## config.mk

```make
export PLATFORM = sky130hd
export DESIGN_NAME = ion_sensor_sim
export DESIGN_NICKNAME = d
export VERILOG_FILES = /design/src/hw/ion_packet_pkg.sv /design/src/hw/ion_ctrl_pkg.sv /design/src/hw/ion_report_timer.sv /design/src/hw/ion_report_fsm.sv /design/src/hw/ion_sample_table.sv /design/src/hw/ion_sensor_sim.sv
export VERILOG_INCLUDE_DIRS = /design/src /design/src/hw
export SDC_FILE = /design/constraint.sdc
export NUM_CORES = 1
export LEC_CHECK = 0
export ABC_AREA = 1
export BUFFER_PORTS_ARGS = -buffer_cell sky130_fd_sc_hd__buf_2
export CORE_ASPECT_RATIO = 0.8
export CORE_MARGIN = 2
export CORE_UTILIZATION = 50
export CTS_BUF_LIST = sky130_fd_sc_hd__clkbuf_8
export DETAILED_ROUTE_END_ITERATION = 10
export GPL_TIMING_DRIVEN = 0
export PLACE_DENSITY = 0.79
export SLEW_MARGIN = 25
export SYNTH_ARGS = -nofsm -noshare
export SYNTH_HDL_FRONTEND = slang
export SYNTH_SLANG_ARGS = --single-unit
```

## constraint.sdc

```tcl
create_clock -name clock -period 2.6 [get_ports clock]
set_input_delay 0.13 -clock clock [delete_from_list [all_inputs] [get_ports clock]]
set_output_delay 0.13 -clock clock [all_outputs]
set_load 0.01 [all_outputs]
```

## src/hw/ion_defs.svh

```systemverilog
// Widths, table depth, report interval and fixed packet field values, included by the RTL
`ifndef ION_DEFS_SVH
`define ION_DEFS_SVH

// ------------------------------
// Sizes
// ------------------------------

`define ION_PACKET_W         110     // One report packet
`define ION_TIMER_W          16      // Interval counter
`define ION_INTERVAL_DEFAULT 16'hAAAA // Cycles spent waiting between reports

`define ION_TABLE_DEPTH      32      // Stored samples
`define ION_INDEX_W          5       // Enough to address every stored sample

// ------------------------------
// Constant packet fields
// ------------------------------

// Framing bytes at the low end of the packet
`define ION_START_CODE       7'd77
`define ION_SYNC_CODE        8'd255

// Sensor identity
`define ION_ID_HI            8'd239
`define ION_ID_LO            8'd17
`define ION_CHANNEL          6'd1
`define ION_SERIAL           24'd4272433

`endif

```

## src/hw/ion_packet_pkg.sv

```systemverilog
// Packet word type shared by the sample table, the top level and the testbench
`include "ion_defs.svh"

package ion_packet_pkg;

	// ------------------------------
	// Report packet
	// ------------------------------

	// One word seen either as a flat vector or as its fields, MSB first
	typedef union packed
	{
		logic [`ION_PACKET_W-1:0] raw; // Whole word as sent on data_out
		struct packed
		{
			logic [23:0] serial;       // Bits 109..86
			logic [5:0]  channel;      // Bits 85..80
			logic [15:0] ion_count;    // Bits 79..64
			logic [7:0]  id_lo;        // Bits 63..56
			logic [7:0]  id_hi;        // Bits 55..48
			logic [15:0] sample_count; // Bits 47..32
			logic [7:0]  level_b;      // Bits 31..24
			logic [7:0]  level_a;      // Bits 23..16
			logic [7:0]  sync_code;    // Bits 15..8
			logic        flag;         // Bit 7
			logic [6:0]  start_code;   // Bits 6..0
		} fields;
	} ion_packet_t;

endpackage

```

## src/hw/ion_ctrl_pkg.sv

```systemverilog
// State encoding of the report sequencer, shared with the testbench for debug display
package ion_ctrl_pkg;

	typedef enum logic [1:0]
	{
		START       = 2'b00, // One cycle after reset
		IDLE        = 2'b01, // Waiting for the interval to run out
		READ_PACKET = 2'b10, // Timer cleared for the next wait
		SEND_PACKET = 2'b11  // Packet on data_out, ready high
	} ion_state_t;

endpackage

```

## src/hw/ion_report_timer.sv

```systemverilog
// Report interval counter, counts enabled cycles and flags the end of each wait
`timescale 1ns/1ps
`include "ion_defs.svh"

module ion_report_timer #(
	parameter logic [`ION_TIMER_W-1:0] interval_count = `ION_INTERVAL_DEFAULT
) (
	input  logic clock,
	input  logic resetn,
	input  logic count_enable,
	input  logic clear,
	output logic interval_done
);

	logic [`ION_TIMER_W-1:0] count;

	// ------------------------------
	// Counter
	// ------------------------------

	always_ff @(posedge clock or negedge resetn)
	begin
		if (!resetn)
			count <= '0;
		else if (clear)
			count <= '0; // Restart for the next wait
		else if (count_enable && !interval_done)
			count <= count + 1'b1; // Holds at terminal count
	end

	assign interval_done = (count == interval_count);

	// ------------------------------
	// Checks
	// ------------------------------

	// Sequencer must leave IDLE at terminal count so the wait never overruns
	wait_ends_at_terminal: assert property (
		@(posedge clock) disable iff (!resetn)
		count_enable && interval_done |=> !count_enable
	);

endmodule

```

## src/hw/ion_report_fsm.sv

```systemverilog
// Report sequencer, walks START, IDLE, READ_PACKET, SEND_PACKET and owns the sample index
`timescale 1ns/1ps
`include "ion_defs.svh"

module ion_report_fsm
	import ion_ctrl_pkg::*;
(
	input  logic                    clock,
	input  logic                    resetn,
	input  logic                    interval_done,
	output logic                    count_enable,
	output logic                    clear,
	output logic [`ION_INDEX_W-1:0] sample_index,
	output logic                    send,
	output logic                    ready
);

	localparam logic [`ION_INDEX_W-1:0] last_index = `ION_INDEX_W'(`ION_TABLE_DEPTH - 1);

	ion_state_t state;
	ion_state_t next_state;

	// ------------------------------
	// State register
	// ------------------------------

	always_ff @(posedge clock or negedge resetn)
	begin
		if (!resetn)
			state <= START;
		else
			state <= next_state;
	end

	always_comb
	begin
		next_state = state;
		case (state)
			START:
				next_state = IDLE;
			IDLE:
				if (interval_done)
					next_state = READ_PACKET;
			READ_PACKET:
				next_state = SEND_PACKET;
			SEND_PACKET:
				next_state = IDLE;
			default:
				next_state = START;
		endcase
	end

	// Next entry is selected as the current packet goes out
	always_ff @(posedge clock or negedge resetn)
	begin
		if (!resetn)
			sample_index <= '0;
		else if (state == SEND_PACKET)
			sample_index <= (sample_index == last_index) ? '0 : sample_index + 1'b1;
	end

	// ------------------------------
	// Outputs
	// ------------------------------

	assign count_enable = (state == IDLE);
	assign clear        = (state == READ_PACKET);
	assign send         = (state == SEND_PACKET);
	assign ready        = (state == SEND_PACKET); // Strobe, no handshake

	ready_single_cycle: assert property (
		@(posedge clock) disable iff (!resetn)
		ready |=> !ready
	);

	ready_after_read: assert property (
		@(posedge clock) disable iff (!resetn)
		ready |-> $past(state == READ_PACKET)
	);

endmodule

```

## src/hw/ion_sample_table.sv

```systemverilog
// Stored sample table, merges one recorded entry with the fixed fields into a packet
`timescale 1ns/1ps
`include "ion_defs.svh"

module ion_sample_table
	import ion_packet_pkg::*;
(
	input  logic [`ION_INDEX_W-1:0] sample_index,
	input  logic                    send,
	output ion_packet_t             data_out
);

	localparam int entry_w = 1 + 8 + 8 + 16 + 16; // flag, level_a, level_b, sample_count, ion_count

	logic [entry_w-1:0] entry;
	logic               flag;
	logic [7:0]         level_a;
	logic [7:0]         level_b;
	logic [15:0]        sample_count;
	logic [15:0]        ion_count;
	ion_packet_t        packet;

	// ------------------------------
	// Recorded samples
	// ------------------------------

	always_comb
	begin
		case (sample_index)
			5'd0:    entry = {1'b0, 8'd177, 8'd100, 16'd881,  16'd56110};
			5'd1:    entry = {1'b1, 8'd176, 8'd100, 16'd925,  16'd3791};
			5'd2:    entry = {1'b0, 8'd177, 8'd100, 16'd962,  16'd63275};
			5'd3:    entry = {1'b1, 8'd177, 8'd100, 16'd1011, 16'd24574};
			5'd4:    entry = {1'b1, 8'd185, 8'd100, 16'd1045, 16'd40019};
			5'd5:    entry = {1'b1, 8'd186, 8'd100, 16'd1094, 16'd50527};
			5'd6:    entry = {1'b0, 8'd177, 8'd100, 16'd1136, 16'd60177};
			5'd7:    entry = {1'b0, 8'd178, 8'd100, 16'd1178, 16'd47222};
			5'd8:    entry = {1'b0, 8'd177, 8'd100, 16'd1220, 16'd42756};
			5'd9:    entry = {1'b0, 8'd177, 8'd100, 16'd1262, 16'd61961};
			5'd10:   entry = {1'b0, 8'd183, 8'd100, 16'd1304, 16'd7993};
			5'd11:   entry = {1'b0, 8'd178, 8'd100, 16'd1346, 16'd17675};
			5'd12:   entry = {1'b0, 8'd178, 8'd100, 16'd1380, 16'd57473};
			5'd13:   entry = {1'b0, 8'd177, 8'd100, 16'd1430, 16'd53224};
			5'd14:   entry = {1'b0, 8'd178, 8'd100, 16'd1472, 16'd61195};
			5'd15:   entry = {1'b1, 8'd185, 8'd100, 16'd1514, 16'd46996};
			5'd16:   entry = {1'b1, 8'd177, 8'd100, 16'd1556, 16'd145};
			5'd17:   entry = {1'b1, 8'd178, 8'd100, 16'd1598, 16'd21191};
			5'd18:   entry = {1'b0, 8'd177, 8'd100, 16'd1635, 16'd610};
			5'd19:   entry = {1'b1, 8'd177, 8'd100, 16'd1679, 16'd4089};
			5'd20:   entry = {1'b0, 8'd178, 8'd100, 16'd1729, 16'd20685};
			5'd21:   entry = {1'b1, 8'd177, 8'd100, 16'd1766, 16'd10459};
			5'd22:   entry = {1'b1, 8'd178, 8'd100, 16'd1815, 16'd57766};
			5'd23:   entry = {1'b0, 8'd177, 8'd100, 16'd1857, 16'd48236};
			5'd24:   entry = {1'b1, 8'd177, 8'd100, 16'd1903, 16'd36453};
			5'd25:   entry = {1'b0, 8'd183, 8'd100, 16'd1945, 16'd22977};
			5'd26:   entry = {1'b0, 8'd177, 8'd100, 16'd1987, 16'd13045};
			5'd27:   entry = {1'b0, 8'd177, 8'd100, 16'd2033, 16'd40993};
			5'd28:   entry = {1'b1, 8'd177, 8'd100, 16'd2075, 16'd45310};
			5'd29:   entry = {1'b1, 8'd177, 8'd100, 16'd2108, 16'd62988};
			5'd30:   entry = {1'b1, 8'd177, 8'd101, 16'd2162, 16'd50032};
			5'd31:   entry = {1'b1, 8'd178, 8'd100, 16'd2199, 16'd22312};
			default: entry = '0;
		endcase
	end

	assign {flag, level_a, level_b, sample_count, ion_count} = entry;

	// ------------------------------
	// Packet assembly
	// ------------------------------

	always_comb
	begin
		packet.fields.serial       = `ION_SERIAL;
		packet.fields.channel      = `ION_CHANNEL;
		packet.fields.ion_count    = ion_count;
		packet.fields.id_lo        = `ION_ID_LO;
		packet.fields.id_hi        = `ION_ID_HI;
		packet.fields.sample_count = sample_count;
		packet.fields.level_b      = level_b;
		packet.fields.level_a      = level_a;
		packet.fields.sync_code    = `ION_SYNC_CODE;
		packet.fields.flag         = flag;
		packet.fields.start_code   = `ION_START_CODE;
	end

	assign data_out.raw = send ? packet.raw : '0; // Line idles at zero between reports

endmodule

```

## src/hw/ion_sensor_sim.sv

```systemverilog
// Ion sensor model top level, sends one stored sample packet per report interval
`timescale 1ns/1ps
`include "ion_defs.svh"

module ion_sensor_sim
	import ion_packet_pkg::*;
#(
	parameter logic [`ION_TIMER_W-1:0] interval_count = `ION_INTERVAL_DEFAULT
) (
	input  logic        clock,
	input  logic        resetn,
	output logic        ready,
	output ion_packet_t data_out
);

	logic                    count_enable;
	logic                    clear;
	logic                    interval_done;
	logic [`ION_INDEX_W-1:0] sample_index;
	logic                    send;

	// ------------------------------
	// Blocks
	// ------------------------------

	ion_report_timer #(
		.interval_count(interval_count)
	) u_timer (
		.clock        (clock),
		.resetn       (resetn),
		.count_enable (count_enable),
		.clear        (clear),
		.interval_done(interval_done)
	);

	ion_report_fsm u_fsm (
		.clock        (clock),
		.resetn       (resetn),
		.interval_done(interval_done),
		.count_enable (count_enable),
		.clear        (clear),
		.sample_index (sample_index),
		.send         (send),
		.ready        (ready)
	);

	ion_sample_table u_table (
		.sample_index(sample_index),
		.send        (send),
		.data_out    (data_out)
	);

endmodule

```

## Word-level counts from Yosys, hierarchy flattened

Memory sizes are Yosys's and may differ from the RTL's.
Cells that the tools add are included.
Widths: inputs -> output; s select.

- Add/subtract/negate cells: 2
- Reduce and logical (&&, ||, !) cells: 5
- Eq/ne operators: 6
- Muxes and demuxes: 6

Operators with widths:

| kind | number |
|---|---|
| $mux 109 | 1 |
| $mux 16 | 2 |
| $add 16x1->16 const B | 1 |
| $eq 16x16->1 const B | 1 |
| $pmux 2 s3 | 1 |
| $add 5x1->5 const B | 1 |
| $eq 5x5->1 const B | 1 |
| $mux 5 | 1 |
| $eq 2x2->1 const B | 2 |
| $eq 2x1->1 const B | 1 |
| $logic_not 2->1 | 1 |
| $mux 2 | 1 |
| $ne 2x2->1 const B | 1 |
| $reduce_bool 2->1 | 1 |
| $reduce_or 2->1 | 1 |
| $logic_and 1x1->1 | 1 |
| $logic_not 1->1 | 1 |

- ROM bits: 1088
- Register bits: 23
- Input port bits: 2
- Word-level logic and storage cells: 23
- Output and inout port bits: 111
- Memories: 1

Memory list:

| memory | words | bits a word | read ports | clocked after Yosys merged registers in | write ports | line | RTL |
|---|---|---|---|---|---|---|---|
| (name not given) | 32 | 34 | 1 | 0 | 0 | ion_sample_table.sv:29 | `case (sample_index)` |

## Logic depth before layout (Yosys ltp)

- Depth after elaboration: 5
- Depth in mapped cells: 13
- Depth with buffers taken out: 12

## Cells and area by module

Synthesis repeated with hierarchy kept, for this count alone.

- Cell total of the unflattened synthesis: 595
- Area total of the unflattened synthesis: 3608.5 um^2

Modules (own cells, without submodules):

| module | times used | cells each | area an instance (um^2) | sequential area each (um^2) |
|---|---|---|---|---|
| ion_sample_table | 1 | 386 | 2102.0 | 0.0 |
| ion_report_timer | 1 | 166 | 1107.3 | 400.4 |
| ion_report_fsm | 1 | 43 | 399.1 | 175.2 |

## Worst setup path before layout

No wires, ideal clock.

- Kind: reg2out
- From: register u_fsm.state[1]
- To: output port data_out[64] (netlist name)
- Arrival: 2055 ps
- Slack: 415 ps
- Stages on the path, launching flop included: 5
- Required time: 2470 ps
- Path buffers: 1
- Cells stage by stage: dfrtp_1 ha_1 clkbuf_1 o21ai_0 a211oi_1

RTL lines:

| element | line | RTL |
|---|---|---|
| start: declaration | ion_report_fsm.sv:20 | `ion_state_t state;` |
| start signal: assignment | ion_report_fsm.sv:32 | `state <= next_state;` |
| end: declaration | ion_sensor_sim.sv:13 | `output ion_packet_t data_out` |

==> impl_metrics.yaml <==
sta:
  maxSlewViolCount: 0
  worst_pin_slew_ps: 710
  max_slew_margin_pct: 52.7
  tns_ps: 0
  rsz0062_at_grt: "false"
  min_period_over_period_pct: 97.0
  clock.fmax_ghz: 0.396
  fin_crit_ps: 2520
  hold_violations: 0
  finalSetupViolCount: 0
  skew_ps: 2.37
worst_setup_path:
  path_max_fanout: 12
  critPathCaptureType: "output pin"
  cp_cell_sequence: "clkinvlp_4 -> buf_4 -> ha_1 -> nand2_1 -> inv_1 -> o21ai_1 -> o21ai_0 -> o22ai_1 -> buf_2"
  reg2reg_depth: 7
  critical_path_required_ps: 2470
  critPathLaunchType: "register"
  r2r_start: "u_fsm.sample_index[0]$_DFFE_PN0P_"
  max_stage_delay_ps: 540
  path_depth: 9
  cp-endpoint: "data_out[74]"
  rr_endpoint: "u_fsm.sample_index[0]$_DFFE_PN0P_"
  critPathSlowestCell: "dfrtp_2"
  critPathTopFamily: "buffers and inverters"
  path_class: "register to output pin"
  startpoint: "u_fsm.sample_index[1]$_DFFE_PN0P_"
  path_buf_inv: 4
  crit_arrival_ps: 2390
  r2r_setup_slack_ps: 720
grt:
  grt_max_degree: 51
  grt_pass1_vias: 3781
  grt.overflow.total: 0
  grt_pass1_wl_um: 19100
  grt_usage_pct: 31.0
  antenna_found_initial: 0
placed_design:
  placedInstanceArea_um2: 4060
  gp_congestion: 1.10
  post-dp-hpwl_um: 9420
  io_buffers: 72
final_layout:
  final_common_cell: "nand2_1"
  final_util_pct: 61.3
  area_delta_synth_final_pct: 20.9
  nNetsFinal: 714
  final_cell_mix: "132 x nand2_1, 81 x buf_2, 80 x buf_4"
  drive_gt1_share_pct: 27.2
  insertedDiodeCount: 0
  final_cell_area_um2: 4160
clocking:
  cts_buffers: 3
  clock-sinks: 23
  clk-insertion-delay-late_ps: 270
  clk_pin_slew_ps: 90
  clk_path_buf_depth: 2
  h-tree-depth: 1
  cts_tree: "built"
  cts_root_buf: "clkbuf_8"
worst_hold_path:
  hold_class: "input pin to async pin"
job:
  cap_violations: 0
route:
  vias: 4247
  drtAntennaViolNets: 0
  drtIter0Drc: 684
  wl_per_cell_um: 15.8
  drc: 0
  topRoutingLayerUsed: "met4"
  wirelength_met1_um: 4950
  via_per_inst: 5.47
  routed-wl-met2_um: 4800
  wl_met3_um: 2070
  routed_wl_um: 12300
  first_pass_iters: 5
synthesis:
  synthTopCellsByArea: "buf_4 17%, dfrtp_1 17%, nand2_1 14%, o21ai_0 7.7%, ha_1 7.6%"
  avgSynthCellArea_um2: 6.02
  synth_top_area_share_pct: 16.8
  yosys.area.top_type: "buf_4"
  yosysWarnings: 0
  yosys.cell_types.count: 35
  syn_inst: 572
  netlist_area_um2: 3440
  seq_area_frac_synth_pct: 16.7
  ys_ff_latch: 23
floorplanning:
  ios: 113
  start_util_pct: 50.7
  rows: 27
  die-width_um: 96.8
  fp.coreArea_um2: 6790
  die_h_um: 78.2
  dieArea_um2: 7570
outcome:
  status: "complete, no violations"
pwr:
  ir_drop_mv: 0.283
  p_leak_nw: 2.51
  power.density_nw_per_um2: 162
==> cells by family (layout without fill, tap and decap cells) <==
kind of cell | Yosys count | after routing | share of synthesized area (%)
AO/OA/AOI/OAI | 94 | 94 | 14.8
XOR/XNOR | 3 | 3 | 0.763
adder cells (fa/ha/maj) | 21 | 21 | 7.63
buffers and inverters | 160 | 239 | 26.6
flip-flops | 23 | 23 | 16.7
other | 1 | 40 | 0.109
AND/OR/NAND/NOR | 270 | 270 | 33.3
==> sequential cells by signal, summed over array words and instances, names as in the netlist <==
signal / cells
u_fsm.state: 2
u_timer.count: 16
u_fsm.sample_index: 5
==> layout make-up <==
type,count,area (µm²)
Fill cell,628,2630
Multi-Input combinational cell,428,2120
Buffer,95,672
Sequential cell,23,578
Timing Repair Buffer,76,393
Inverter,64,245
Tap cell,87,109
Clock buffer,3,41.3
Clock inverter,1,7.51
==> worst register-to-register path, delay by kind of cell (launching register included) <==
kind                       cells  cell delay (ps)
adders and majority gates      2              480
DFF                            1              440
and+or+nand+nor                2              400
buffers and inverters          2              330
AOI/OAI and AO/OA              1              160
==> what timing repair did <==
action | in CTS | in global routing
resized for setup | 4 | 2
hold endpoints to repair | 23 | 0
hold buffers | 1 | 0
setup buffers | 1 | 2
setup endpoints to repair | 17 | 8
==> synthesized netlist by cell type <==
library cell / number
o211ai_1: 4
clkbuf_1: 7
a21o_1: 1
a31oi_1: 1
nand3_1: 41
conb_1: 1
nor3b_1: 1
nand2_1: 132
buf_1: 1
o31ai_1: 3
buf_4: 77
ha_1: 21
inv_2: 5
a211oi_1: 1
clkinv_2: 1
or2_2: 4
inv_1: 55
nor2_4: 1
dfrtp_1: 23
nand4_1: 14
nand2_4: 1
buf_6: 2
o21ai_1: 4
a21oi_1: 18
o21ai_0: 53
o22ai_1: 7
nor3_1: 8
nor2_1: 65
buf_2: 9
clkinv_1: 3
xor2_1: 3
nand2_2: 1
a311oi_1: 1
nor2_2: 2
o32ai_1: 1
==> how the worst min path moves through the flow <==
stage	from	depth (start not counted)	endpoint	slack, ps
3_5_place_dp	resetn	1	u_timer.count[1]$_DFFE_PN0P_	130
5_1_grt	resetn	2	u_timer.count[1]$_DFFE_PN0P_	440
4_1_cts	resetn	2	u_timer.count[1]$_DFFE_PN0P_	380
6_report	resetn	2	u_timer.count[1]$_DFFE_PN0P_	360
2_1_floorplan	resetn	0	u_fsm.sample_index[0]$_DFFE_PN0P_	-170
3_3_place_gp	resetn	1	u_timer.count[1]$_DFFE_PN0P_	130
==> routing by layer <==
layer	GRT usage (%)	vias to the layer above
met5	0	-
met4	11.0	0
met3	10.3	47
met2	44.6	411
met1	43.2	1830
li1	-	1959
==> per-stage QoR <==
stage	power, mW	setup slack, ps	hold slack [ps]	instances
6_report	0.672	77.8	361	777
3_5_place_dp	0.442	-2.18	132	770
5_1_grt	0.693	8.76	440	777
4_1_cts	0.673	37.6	376	775
2_1_floorplan	0.434	415	-166	611
3_3_place_gp	0.442	-356	127	770
==> where the power goes <==
group,internal (mW),switching [mW]
combinational,0.0402,0.0415
sequential,0.357,0
clock,0.109,0.125
total,0.506,0.166
Power figures use the tool's default switching activity.
